`src/logic/rv_pkg.sv`:
```
package rv_pkg;

	typedef logic [31:0] xlen_t;
	typedef logic [4:0] reg_idx_t;
	typedef logic [31:0] inst_word_t;
	typedef logic [3:0] byte_strb_t;   // bit 3 is lane 0 in bits 31:24

	localparam logic [6:0] OPC_LUI    = 7'b0110111;
	localparam logic [6:0] OPC_AUIPC  = 7'b0010111;
	localparam logic [6:0] OPC_JAL    = 7'b1101111;
	localparam logic [6:0] OPC_JALR   = 7'b1100111;
	localparam logic [6:0] OPC_BRANCH = 7'b1100011;
	localparam logic [6:0] OPC_LOAD   = 7'b0000011;
	localparam logic [6:0] OPC_STORE  = 7'b0100011;
	localparam logic [6:0] OPC_OP_IMM = 7'b0010011;
	localparam logic [6:0] OPC_OP     = 7'b0110011;

	localparam xlen_t PC_STEP  = 32'd4;
	localparam xlen_t RESET_PC = 32'd0;

	typedef enum logic [3:0] {
		ALU_ADD, ALU_SUB, ALU_SLT, ALU_SLTU, ALU_XOR, ALU_OR, ALU_AND, ALU_SLL,
		ALU_SRL, ALU_SRA, ALU_EQ, ALU_NE, ALU_LT, ALU_GE, ALU_LTU, ALU_GEU
	} alu_op_t;

	typedef enum logic [1:0] {
		MEM_BYTE,
		MEM_HALF,
		MEM_WORD
	} mem_size_t;

	typedef enum logic [2:0] {
		ST_FETCH,
		ST_DECODE,
		ST_EXEC,
		ST_MEM,
		ST_WRITE
	} core_state_t;

	typedef struct packed {
		alu_op_t alu_op;
		logic use_imm;       // second alu operand from imm
		logic is_lui;
		logic is_auipc;
		logic is_jal;
		logic is_jalr;
		logic is_branch;
		logic is_load;
		logic is_store;
		mem_size_t mem_size;
		logic load_unsigned;
		logic rd_write;
		logic valid;
	} dec_t;

	typedef struct packed {
		xlen_t addr;
		logic valid;
	} bus_rd_req_t;

	typedef struct packed {
		xlen_t addr;
		xlen_t data;
		byte_strb_t strb;
		logic aw_valid;
		logic w_valid;
	} bus_wr_req_t;

endpackage

```
`src/logic/rv_decoder.sv`:
```
`timescale 1ns/1ps

module rv_decoder (
	input logic clk,
	input logic rstn,
	input rv_pkg::inst_word_t inst,
	output rv_pkg::dec_t dec,
	output rv_pkg::reg_idx_t rd,
	output rv_pkg::reg_idx_t rs1,
	output rv_pkg::reg_idx_t rs2,
	output rv_pkg::xlen_t imm
);
	import rv_pkg::*;

	logic [6:0] opcode;
	logic [2:0] funct3;
	logic [6:0] funct7;
	logic fmt_r;
	logic fmt_i;
	logic fmt_s;
	logic fmt_b;
	logic fmt_u;
	logic fmt_j;
	alu_op_t ari_op;   // shared by op and op-imm
	dec_t d;
	xlen_t imm_c;

	assign opcode = inst[6:0];
	assign funct3 = inst[14:12];
	assign funct7 = inst[31:25];

	assign fmt_r = opcode == OPC_OP;
	assign fmt_i = opcode == OPC_OP_IMM || opcode == OPC_LOAD || opcode == OPC_JALR;
	assign fmt_s = opcode == OPC_STORE;
	assign fmt_b = opcode == OPC_BRANCH;
	assign fmt_u = opcode == OPC_LUI || opcode == OPC_AUIPC;
	assign fmt_j = opcode == OPC_JAL;

	// indices go straight to the register file read ports
	assign rs1 = (fmt_r | fmt_i | fmt_s | fmt_b) ? inst[19:15] : '0;
	assign rs2 = (fmt_r | fmt_s | fmt_b) ? inst[24:20] : '0;

	assign imm_c = fmt_i ? {{20{inst[31]}}, inst[31:20]} :
		fmt_s ? {{20{inst[31]}}, inst[31:25], inst[11:7]} :
		fmt_b ? {{20{inst[31]}}, inst[7], inst[30:25], inst[11:8], 1'b0} :
		fmt_u ? {inst[31:12], 12'd0} :
		fmt_j ? {{12{inst[31]}}, inst[19:12], inst[20], inst[30:21], 1'b0} : '0;

	always_comb begin
		case (funct3)
			3'b000: ari_op = (fmt_r && funct7[5]) ? ALU_SUB : ALU_ADD;
			3'b001: ari_op = ALU_SLL;
			3'b010: ari_op = ALU_SLT;
			3'b011: ari_op = ALU_SLTU;
			3'b100: ari_op = ALU_XOR;
			3'b101: ari_op = funct7[5] ? ALU_SRA : ALU_SRL;
			3'b110: ari_op = ALU_OR;
			default: ari_op = ALU_AND;
		endcase
	end

	always_comb begin
		d = '0;
		d.load_unsigned = funct3[2];
		d.mem_size = (funct3[1:0] == 2'b00) ? MEM_BYTE :
			(funct3[1:0] == 2'b01) ? MEM_HALF : MEM_WORD;
		d.use_imm = fmt_i;
		d.rd_write = fmt_r | fmt_i | fmt_u | fmt_j;
		d.alu_op = (fmt_r || opcode == OPC_OP_IMM) ? ari_op : ALU_ADD;
		d.is_lui = opcode == OPC_LUI;
		d.is_auipc = opcode == OPC_AUIPC;
		d.is_jal = fmt_j;
		d.is_jalr = opcode == OPC_JALR;
		d.is_branch = fmt_b;
		d.is_load = opcode == OPC_LOAD;
		d.is_store = fmt_s;
		case (opcode)
			OPC_LUI, OPC_AUIPC, OPC_JAL: d.valid = 1'b1;
			OPC_JALR: d.valid = funct3 == 3'b000;
			OPC_LOAD: d.valid = funct3 != 3'b011 && funct3[2:1] != 2'b11;
			OPC_STORE: d.valid = !funct3[2] && funct3[1:0] != 2'b11;
			OPC_BRANCH: begin
				d.valid = funct3[2:1] != 2'b01;
				case (funct3)
					3'b000: d.alu_op = ALU_EQ;
					3'b001: d.alu_op = ALU_NE;
					3'b100: d.alu_op = ALU_LT;
					3'b101: d.alu_op = ALU_GE;
					3'b110: d.alu_op = ALU_LTU;
					default: d.alu_op = ALU_GEU;
				endcase
			end
			OPC_OP_IMM: d.valid = (funct3 == 3'b001) ? funct7 == 7'b0000000 :
				(funct3 == 3'b101) ? (funct7 == 7'b0000000 || funct7 == 7'b0100000) : 1'b1;
			OPC_OP: d.valid = funct7 == 7'b0000000 ||
				(funct7 == 7'b0100000 && (funct3 == 3'b000 || funct3 == 3'b101));
			default: d.valid = 1'b0;
		endcase
		if (!d.valid)
			d = '0;   // unknown word retires as a nop
	end

	always_ff @(posedge clk) begin
		if (!rstn) begin
			dec <= '0;
			rd <= '0;
		end else begin
			dec <= d;
			rd <= inst[11:7];
		end
		imm <= imm_c;
	end

endmodule

```
`src/logic/rv_regfile.sv`:
```
`timescale 1ns/1ps

module rv_regfile (
	input logic clk,
	input logic rstn,
	input rv_pkg::reg_idx_t rd,
	input logic rd_en,
	input rv_pkg::xlen_t rd_data,
	input rv_pkg::reg_idx_t rs1,
	input rv_pkg::reg_idx_t rs2,
	output rv_pkg::xlen_t rs1_val,
	output rv_pkg::xlen_t rs2_val
);
	import rv_pkg::*;

	xlen_t regs [1:31];   // x0 has no storage

	always_ff @(posedge clk) begin
		if (!rstn) begin
			for (int i = 1; i < 32; i++) begin
				regs[i] <= '0;
			end
		end else if (rd_en && rd != '0) begin
			regs[rd] <= rd_data;
		end
	end

	always_ff @(posedge clk) begin
		rs1_val <= (rs1 == '0) ? '0 : regs[rs1];
		rs2_val <= (rs2 == '0) ? '0 : regs[rs2];
	end

endmodule

```
`src/logic/rv_alu.sv`:
```
`timescale 1ns/1ps

module rv_alu (
	input logic clk,
	input logic rstn,
	input rv_pkg::alu_op_t op,
	input rv_pkg::xlen_t src1,
	input rv_pkg::xlen_t src2,
	output rv_pkg::xlen_t result
);
	import rv_pkg::*;

	logic [4:0] shamt;
	logic lt_s;
	logic lt_u;
	logic eq;

	assign shamt = src2[4:0];
	assign lt_s = $signed(src1) < $signed(src2);
	assign lt_u = src1 < src2;
	assign eq = src1 == src2;

	always_ff @(posedge clk) begin
		if (!rstn) begin
			result <= '0;
		end else begin
			case (op)
				ALU_ADD: result <= src1 + src2;
				ALU_SUB: result <= src1 - src2;
				ALU_SLT, ALU_LT: result <= {31'd0, lt_s};
				ALU_SLTU, ALU_LTU: result <= {31'd0, lt_u};
				ALU_XOR: result <= src1 ^ src2;
				ALU_OR: result <= src1 | src2;
				ALU_AND: result <= src1 & src2;
				ALU_SLL: result <= src1 << shamt;
				ALU_SRL: result <= src1 >> shamt;
				ALU_SRA: result <= $signed(src1) >>> shamt;
				ALU_EQ: result <= {31'd0, eq};
				ALU_NE: result <= {31'd0, !eq};
				ALU_GE: result <= {31'd0, !lt_s};
				ALU_GEU: result <= {31'd0, !lt_u};
			endcase
		end
	end

endmodule

```
`src/logic/rv_mem_align.sv`:
```
`timescale 1ns/1ps

module rv_mem_align (
	input rv_pkg::mem_size_t size,
	input logic load_unsigned,
	input logic [1:0] addr_lo,
	input rv_pkg::xlen_t store_val,
	input rv_pkg::xlen_t rdata,
	output rv_pkg::xlen_t wdata,
	output rv_pkg::byte_strb_t strb,
	output rv_pkg::xlen_t load_val
);
	import rv_pkg::*;

	xlen_t lane_b;          // addressed byte moved up to 31:24
	logic [15:0] lane_h;
	logic sext_b;
	logic sext_h;

	assign lane_b = rdata << {addr_lo, 3'b000};
	assign lane_h = addr_lo[1] ? rdata[15:0] : rdata[31:16];   // bit 0 ignored
	assign sext_b = !load_unsigned && lane_b[31];
	assign sext_h = !load_unsigned && lane_h[15];

	always_comb begin
		case (size)
			MEM_BYTE: begin
				wdata = {store_val[7:0], 24'd0} >> {addr_lo, 3'b000};
				strb = 4'b1000 >> addr_lo;
				load_val = {{24{sext_b}}, lane_b[31:24]};
			end
			MEM_HALF: begin
				wdata = addr_lo[1] ? {16'd0, store_val[15:0]} : {store_val[15:0], 16'd0};
				strb = addr_lo[1] ? 4'b0011 : 4'b1100;
				load_val = {{16{sext_h}}, lane_h};
			end
			default: begin
				wdata = store_val;
				strb = 4'b1111;
				load_val = rdata;
			end
		endcase
	end

endmodule

```
`src/logic/rv_bus_master.sv`:
```
`timescale 1ns/1ps

module rv_bus_master (
	input logic clk,
	input logic rstn,
	input logic start_rd,
	input logic start_wr,
	input rv_pkg::xlen_t addr,
	input rv_pkg::xlen_t wdata,
	input rv_pkg::byte_strb_t wstrb,
	output rv_pkg::bus_rd_req_t rd_req,
	output logic r_ready,
	input logic ar_ready,
	input logic r_valid,
	input rv_pkg::xlen_t r_data,
	output rv_pkg::bus_wr_req_t wr_req,
	input logic aw_ready,
	input logic w_ready,
	input logic b_valid,
	output logic b_ready,
	output logic done,
	output rv_pkg::xlen_t rdata
);
	import rv_pkg::*;

	typedef enum logic [2:0] {
		BM_IDLE,
		BM_AR,
		BM_R,
		BM_W,
		BM_B
	} bm_state_t;

	bm_state_t state;

	always_ff @(posedge clk) begin
		if (!rstn) begin
			state <= BM_IDLE;
			rd_req.valid <= 1'b0;
			r_ready <= 1'b0;
			wr_req.aw_valid <= 1'b0;
			wr_req.w_valid <= 1'b0;
			wr_req.strb <= '0;
			b_ready <= 1'b0;
			done <= 1'b0;
		end else begin
			done <= 1'b0;
			case (state)
				BM_IDLE: begin
					if (start_rd) begin
						rd_req.addr <= {addr[31:2], 2'b00};
						rd_req.valid <= 1'b1;
						state <= BM_AR;
					end else if (start_wr) begin
						wr_req.addr <= {addr[31:2], 2'b00};
						wr_req.data <= wdata;
						wr_req.strb <= wstrb;
						wr_req.aw_valid <= 1'b1;
						wr_req.w_valid <= 1'b1;
						state <= BM_W;
					end
				end
				BM_AR: begin
					if (ar_ready) begin
						rd_req.valid <= 1'b0;
						r_ready <= 1'b1;
						state <= BM_R;
					end
				end
				BM_R: begin
					if (r_valid) begin
						r_ready <= 1'b0;
						rdata <= r_data;
						done <= 1'b1;
						state <= BM_IDLE;
					end
				end
				BM_W: begin
					if (aw_ready)
						wr_req.aw_valid <= 1'b0;
					if (w_ready)
						wr_req.w_valid <= 1'b0;
					if (!wr_req.aw_valid && !wr_req.w_valid) begin   // both sides taken
						b_ready <= 1'b1;
						state <= BM_B;
					end
				end
				BM_B: begin
					if (b_valid) begin
						b_ready <= 1'b0;
						done <= 1'b1;
						state <= BM_IDLE;
					end
				end
				default: state <= BM_IDLE;
			endcase
		end
	end

endmodule

```
`src/logic/rv_core.sv`:
```
`timescale 1ns/1ps

module rv_core (
	input logic clk,
	input logic rstn,
	output rv_pkg::bus_rd_req_t rd_req,
	output logic r_ready,
	input logic ar_ready,
	input rv_pkg::xlen_t r_data,
	input logic r_valid,
	output rv_pkg::bus_wr_req_t wr_req,
	output logic b_ready,
	input logic aw_ready,
	input logic w_ready,
	input logic b_valid
);
	import rv_pkg::*;

	core_state_t state;
	xlen_t pc;
	inst_word_t instr;   // held for the decoder until write
	logic busy;          // bus request already issued

	dec_t dec;
	reg_idx_t rd;
	reg_idx_t rs1;
	reg_idx_t rs2;
	xlen_t imm;
	xlen_t rs1_val;
	xlen_t rs2_val;
	xlen_t alu_src2;
	xlen_t alu_result;
	xlen_t ea;
	xlen_t st_data;
	byte_strb_t st_strb;
	xlen_t ld_val;
	xlen_t bus_addr;
	xlen_t bus_rdata;
	logic bus_done;
	logic start_rd;
	logic start_wr;
	logic is_mem;
	logic rd_en;
	xlen_t wb_val;
	xlen_t next_pc;

	assign ea = rs1_val + imm;
	assign alu_src2 = dec.use_imm ? imm : rs2_val;
	assign is_mem = dec.is_load | dec.is_store;
	assign start_rd = !busy && (state == ST_FETCH || (state == ST_MEM && dec.is_load));
	assign start_wr = !busy && state == ST_MEM && dec.is_store;
	assign bus_addr = (state == ST_FETCH) ? pc : ea;
	assign rd_en = state == ST_WRITE && dec.rd_write;

	assign wb_val = dec.is_lui ? imm :
		dec.is_auipc ? pc + imm :
		(dec.is_jal | dec.is_jalr) ? pc + PC_STEP :
		dec.is_load ? ld_val : alu_result;

	always_comb begin
		if (dec.is_jal || (dec.is_branch && alu_result != '0))
			next_pc = pc + imm;
		else if (dec.is_jalr)
			next_pc = {ea[31:1], 1'b0};
		else
			next_pc = pc + PC_STEP;
	end

	always_ff @(posedge clk) begin
		if (!rstn) begin
			state <= ST_FETCH;
			pc <= RESET_PC;
			busy <= 1'b0;
		end else begin
			case (state)
				ST_FETCH: begin
					if (start_rd)
						busy <= 1'b1;
					if (bus_done) begin
						busy <= 1'b0;
						instr <= bus_rdata;
						state <= ST_DECODE;
					end
				end
				ST_DECODE: state <= ST_EXEC;
				ST_EXEC: state <= ST_MEM;
				ST_MEM: begin
					if (start_rd || start_wr)
						busy <= 1'b1;
					if (!is_mem || bus_done) begin
						busy <= 1'b0;
						state <= ST_WRITE;
					end
				end
				ST_WRITE: begin
					pc <= next_pc;
					state <= ST_FETCH;
				end
				default: state <= ST_FETCH;
			endcase
		end
	end

	rv_decoder u_decoder (
		.clk(clk), .rstn(rstn), .inst(instr), .dec(dec),
		.rd(rd), .rs1(rs1), .rs2(rs2), .imm(imm)
	);

	rv_regfile u_regfile (
		.clk(clk), .rstn(rstn), .rd(rd), .rd_en(rd_en), .rd_data(wb_val),
		.rs1(rs1), .rs2(rs2), .rs1_val(rs1_val), .rs2_val(rs2_val)
	);

	rv_alu u_alu (
		.clk(clk), .rstn(rstn), .op(dec.alu_op),
		.src1(rs1_val), .src2(alu_src2), .result(alu_result)
	);

	rv_mem_align u_mem_align (
		.size(dec.mem_size), .load_unsigned(dec.load_unsigned), .addr_lo(ea[1:0]),
		.store_val(rs2_val), .rdata(bus_rdata),
		.wdata(st_data), .strb(st_strb), .load_val(ld_val)
	);

	rv_bus_master u_bus_master (
		.clk(clk), .rstn(rstn), .start_rd(start_rd), .start_wr(start_wr),
		.addr(bus_addr), .wdata(st_data), .wstrb(st_strb),
		.rd_req(rd_req), .r_ready(r_ready), .ar_ready(ar_ready),
		.r_valid(r_valid), .r_data(r_data),
		.wr_req(wr_req), .aw_ready(aw_ready), .w_ready(w_ready),
		.b_valid(b_valid), .b_ready(b_ready),
		.done(bus_done), .rdata(bus_rdata)
	);

endmodule

```
`config.mk`:
```
export PLATFORM = sky130hd
export DESIGN_NAME = rv_core
export DESIGN_NICKNAME = d
export VERILOG_FILES = /design/src/logic/rv_pkg.sv /design/src/logic/rv_decoder.sv /design/src/logic/rv_regfile.sv /design/src/logic/rv_alu.sv /design/src/logic/rv_mem_align.sv /design/src/logic/rv_bus_master.sv /design/src/logic/rv_core.sv
export SDC_FILE = /design/constraint.sdc
export NUM_CORES = 2
export LEC_CHECK = 0
export BUFFER_PORTS_ARGS = -buffer_cell sky130_fd_sc_hd__buf_2
export CAP_MARGIN = 20
export CELL_PAD_IN_SITES_DETAIL_PLACEMENT = 0
export CELL_PAD_IN_SITES_GLOBAL_PLACEMENT = 2
export CORE_MARGIN = 1
export CORE_UTILIZATION = 42
export DETAILED_ROUTE_END_ITERATION = 6
export PLACE_DENSITY_LB_ADDON = 0.08
export SETUP_SLACK_MARGIN = 0.3
export SLEW_MARGIN = 5
export SYNTH_ARGS = -nofsm -noshare
export SYNTH_HDL_FRONTEND = slang
export SYNTH_SLANG_ARGS = --single-unit
```
`constraint.sdc`:
```
create_clock -name clk -period 8.55 [get_ports clk]
set_input_delay 2.1375 -clock clk [delete_from_list [all_inputs] [get_ports clk]]
set_output_delay 2.1375 -clock clk [all_outputs]
set_load 0.02 [all_outputs]
```
# == Word-level counts from Yosys, hierarchy flattened ==
# Memories as Yosys holds them, arrays and structs flattened. A register that Yosys moved wholly into a read port is not among the register bits.
# Cells that the tools add are included.
# totals
reg_bits,290
mem_bits_rw,992
inputBits,39
out_inout_bits,105
wordCells,260
mem_count,1
# op_classes
addsub,5
magnitude_cmp,2
n_eq_ne,60
n_shift,6
muxes,71
bitwise_logic,15
n_reduce_logical,69
# mem_list
name,words,word_bits,read_ports,rd_ports_with_merged_regs,write_ports,line_no,rtl
u_regfile.regs,31,32,2,2,31,rv_regfile.sv:16,xlen_t regs [1:31];
# ops
op,count
2-to-1 mux 32 bit,15
one-hot mux 32 bit (14 select lines),1
one-hot mux 32 bit (2 select lines),2
adder 32 bit,3
less-than comparator 32 bit,2
<< shifter 32 x 5 -> 32 bit,2
right shift 32 x 5 -> 32 bit,2
adder 32 x 3 -> 32 bit (second input constant),1
AND 32 bit,1
equality test 32 bit,1
equality test 4 bit (second input constant),8
OR 32 bit,1
nonzero test 32 bit,1
OR reduction 32 bit,1
>>> shifter 32 x 5 -> 32 bit,1
subtractor 32 bit,1
bitwise XOR 32 bit,1
one-hot mux 3 bit (5 select lines),2
equality test 7 x 6 -> 1 bit (second input constant),4
one-hot mux 4 bit (7 select lines),1
2-to-1 mux 3 bit,8
AND reduction 3 bit,8
2-to-1 mux 1 bit,23
equality test 7 bit (second input constant),3
other kinds (41),135

# == Depth between registers and ports, before layout ==
# logic_depth
word_depth,9
ltp_mapped,19
mapped_depth_nobuf,15

# == Cells and area by module ==
# A second synthesis with hierarchy kept.
# hier_totals
cells_unflattened,6823
area_unflattened_um2,82317.7
# by_module_without_submodules
module,n_inst,cells_each,area_each_um2,seq_area_each_um2
rv_regfile,1,3611,55619.6,32030.7
rv_alu,1,1431,9903.2,640.6
rv_core,1,1203,8986.1,1681.6
rv_bus_master,1,195,4372.9,3983.8
rv_decoder,1,203,2112.0,1081.0
rv_mem_align,1,180,1323.8,0.0

# == Worst setup path before layout ==
# Ideal clock, no wire load.
# synth_path
kind,input port to flip-flop
start,input port rstn
end,register u_bus_master.wr_req[10] (netlist name)
setup_ns,0.558
t_arrival_ns,6.827
required_ns,7.992
slack_ns,1.165
path_stages,4
n_path_buf,2
cell_sequence,inv_1 -> clkbuf_1 -> clkbuf_1 -> nor3_1
# synth_between
elab_chain_len,1
# synth_lines
element,line_no,rtl
"start, declared",rv_core.sv:5,"input logic rstn,"
AND reduction 4 bit (no line),n/a,
# Every way passes these cells.
# A chain may end at the register's enable or synchronous reset.

# == Final worst setup path ==
# layout_path
start,register u_decoder.dec[12] (netlist name)
end,register u_alu.result[31]
# layout_between
elab_chain_len,3
elab_cells_between_ends,10
cone_classes,2 x add/sub; 3 x shift; 2 x mux; 3 x bitwise
# layout_lines
element,line_no,rtl
2-to-1 mux 32 bit (*),rv_core.sv:48,assign alu_src2 = dec.use_imm ? imm : rs2_val;
subtractor 32 bit (tied with other cells),rv_alu.sv:29,ALU_SUB: result <= src1 - src2;
one-hot mux 32 bit (14 select lines) (*),rv_alu.sv:27,case (op)
"end signal, assigned",rv_alu.sv:28,ALU_ADD: result <= src1 + src2;
"end signal, assigned",rv_alu.sv:29,
"end signal, assigned",rv_alu.sv:30,"ALU_SLT, ALU_LT: result <= {31'd0, lt_s};"
"end, declared",rv_alu.sv:9,output rv_pkg::xlen_t result
# Every way passes the cells marked *; elsewhere a longest branch is shown, timed or not.

==> run_results.csv <==
group,metric,value,unit
critical_path,slowest_delay,790,ps
critical_path,startpoint_type,"register",
route,drc,1,
clocking,clockRootBuffer,"clkbuf_16",
die,core-area,0.190,mm²
critical_path,worstPathMaxFanout,18,
synth,muxShareOfSynthArea,9.43,%
global_route,globalRouteMet2Util,55.2,%
die,die_area,0.194,mm²
timing,relSlewSlack,9.22,%
global_route,top_usage_layer,"met2",
critical_path,worstSetupPathType,"register to register",
synth,synth_area,0.0806,mm²
critical_path,reg2reg_to,"u_alu.result[31]",
pwr,powerDensity,176,mW/mm²
synth,synth_top_family_by_area,"compound AO/OA/AOI/OAI gates",
timing,rsz0062_at_grt,"no",
die,die_w,440,µm
die,die_h,440,µm
finish,area_growth,10.5,%
place,dp_hpwl,249,mm
clocking,ctsResizeCount,0,
global_route,grt_pass1_vias,64600,
global_route,grt_remaining_overflow,0,
timing,min_period,5590,ps
die,io_pins,144,
synth,ys_warn_count,0,
die,rows,160,
clocking,htreeDepth,4,
die,initial_core_util,42.3,%
critical_path,cp.arrival,6280,ps
route,first_iter_violations,9376,
clocking,cts_tree,"yes",
global_route,use_met1,50.5,%
timing,post-route-period-util,65.4,%
timing,drv_slew,0,
route,antenna_left,0,
hold_path,whs_path_depth,2,
timing,fin_skew,39.5,ps
place,place_ws,2830,ps
synth,synth_commonest_cells,"nor2_1 (1,374), edfxtp_1 (1,180), nand2_1 (668)",
job,cap_violations,0,
synth,ys_ff_latch,1378,
synth,synthTopCellsByArea,"edfxtp_1 (44%), nor2_1 (6.4%), mux2i_1 (5.9%)",
run_status,violations,"design-rule violations",
finish,largest_reg_flops,1024,
synth,async_reset_ff_share,0,%
synth,synth_cell_type_count,98,
synth,yosysSeqAreaShare,48.9,%
critical_path,rr_startpoint,"u_decoder.dec[12]",
timing,tns,0,ps
route,firstDrtPassIters,7,
timing,setup_slack,2960,ps
global_route,grt_max_degree,122,
timing,tightestPinTransition,1360,ps
critical_path,rrSetupSlack,2960,ps
synth,synth-compound-area-share,18.4,%
synth,synth_edf_count,1180,
timing,clock.fmax,179,MHz
timing,setup_viol,0,
route,vias_per_cell,6.57,
route,routedWlPerCell,34.6,µm
synth,synth_top_area_share,44.0,%
synth,synth_largest_area_cell,"edfxtp_1",
clocking,cts_hold_buf,0,
clocking,clockBufferDepth,3,
route,vias,69900,
critical_path,crit_path_end_kind,"register",
global_route,gr-usage-met3,6.41,%
critical_path,r2r_cells,13,
global_route,grt_pass1_wl,506,mm
pwr,vdd_drop_max,179,µV
finish,final_core_util,46.8,%
synth,yosys.area_share.simple,14.4,%
critical_path,path_cells,"buf_4 > mux2i_1 > ha_1 > nor3_1 > o311ai_0 > a2111oi_0 > nor4_1 > buf_4 > nor3b_1 > o21ai_0 > mux2_2 > o21ai_0 > o211ai_1",
global_route,grt_util_all_layers,37.0,%
finish,max_flop_register,"u_regfile.regs",
place,routabilityCongestion,1.02,
synth,syn_avg_cell_area,9.81,µm²
run_status,status,"finished, violations left",
route,wl,369,mm
clocking,post_cts_buffers,0,
critical_path,crit_slowest_cell,"a2111oi_0",
clocking,clkSlewWorstSetupHoldPaths,60,ps
hold_path,hold_path_class,"register to register",
synth,yosysMostFrequentCell,"nor2_1",
clocking,cts_sinks,1378,
global_route,antenna_found_initial,16,
finish,drive_gt1_share,11.2,%
hold_path,hold_end,"u_bus_master.b_ready",
synth,synthAdderAreaFrac,2.94,%
clocking,numCtsBuffers,157,
clocking,insertion_delay,830,ps
timing,hold_viol_final,0,
synth,synth_cells,8215,
finish,top_regs,"u_regfile.regs x1024, u_bus_master.wr_req x68",
hold_path,min_from,"u_bus_master.b_ready",
pwr,leakage,0.0309,µW
synth,synth_xor_area_share,1.36,%
critical_path,required,9240,ps
finish,num-nets-final,8223,
place,port_buffers,139,
synth,ys.flop_type,"edfxtp_1",
## worst max-delay path: cells and delay by family, from the launching register on
| kind | cells | cell delay [ps] |
|---|---|---|
| muxes | 2 | 1030 |
| AOI/OAI and AO/OA | 5 | 1630 |
| buffers and inverters | 2 | 620 |
| adders and majority gates | 1 | 450 |
| DFF | 1 | 690 |
| and+or+nand+nor | 3 | 1030 |
## placed cells by master (no fill, tap or decap), types with 58 or more instances in the layout
cell type	n
o211ai_1	69
dfxtp_1	194
o221ai_1	381
o21ai_0	277
nor3_1	101
inv_1	163
nor2_1	1366
xnor2_1	71
nand2_1	623
buf_4	204
mux2i_1	457
nor2b_1	84
mux2_2	116
a221oi_1	80
and3_1	99
a211oi_1	119
buf_2	138
a21oi_1	594
a21o_1	58
nand3_1	210
edfxtp_1	1180
o22ai_1	244
a31oi_1	86
ha_1	183
mux4_2	68
clkbuf_16	161
## layer usage
| layer | vias up | share of wire, % |
|---|---|---|
| met5 | - | 0.0073 |
| met4 | 4 | 6.7 |
| met3 | 608 | 9.1 |
| met2 | 3865 | 43 |
| met1 | 35200 | 41 |
| li1 | 30300 | - |
## area by class of cell
type | count | area, µm²
Inverter | 172 | 656
Multi-Input combinational cell | 5934 | 38400
Sequential cell | 1378 | 39400
Antenna cell | 11 | 27.5
Timing Repair Buffer | 354 | 2460
Clock buffer | 205 | 4250
Clock inverter | 78 | 726
Fill cell | 17900 | 101000
Tap cell | 2511 | 3140
## where the power goes
part	internal, µW	total [µW]	switching, µW
Sequential	7520	7700	173
Clock	3780	6720	2940
Combinational	361	1260	895
Total	11700	15700	4010
## per-stage QoR
step	hold slack, ps	std cells	total power (µW)	cell area (µm²)
finish	488	10600	15700	89000
global route	521	10600	16000	89000
CTS	484	10600	15700	89000
detailed placement	483	10300	9060	84000
global placement	468	10300	9050	84000
floorplan	427	8250	8520	80700
## kinds of logic after synthesis
logic type                 count (synthesis)
AOI/OAI and AO/OA                       2208
adders and majority gates                187
DFF                                     1378
other                                      1
and+or+nand+nor                         2720
muxes                                    658
xor gates and xnor gates                 125
buffers and inverters                    938
## how the worst max path moves through the flow
stage | slack, ps | end | startpoint | cells past startpoint
finish | 2960 | u_alu.result[31] | u_decoder.dec[12] | 13
global route | 2810 | u_alu.result[31] | u_decoder.dec[12] | 13
CTS | 2900 | u_alu.result[31] | u_decoder.dec[12] | 13
detailed placement | 2830 | u_regfile.regs[4][19] | rstn | 8
global placement | 2330 | u_regfile.regs[4][21] | rstn | 8
floorplan | 1170 | u_bus_master.wr_req[10] | rstn | 4
No activity file was read; power rests on OpenSTA's default activity.
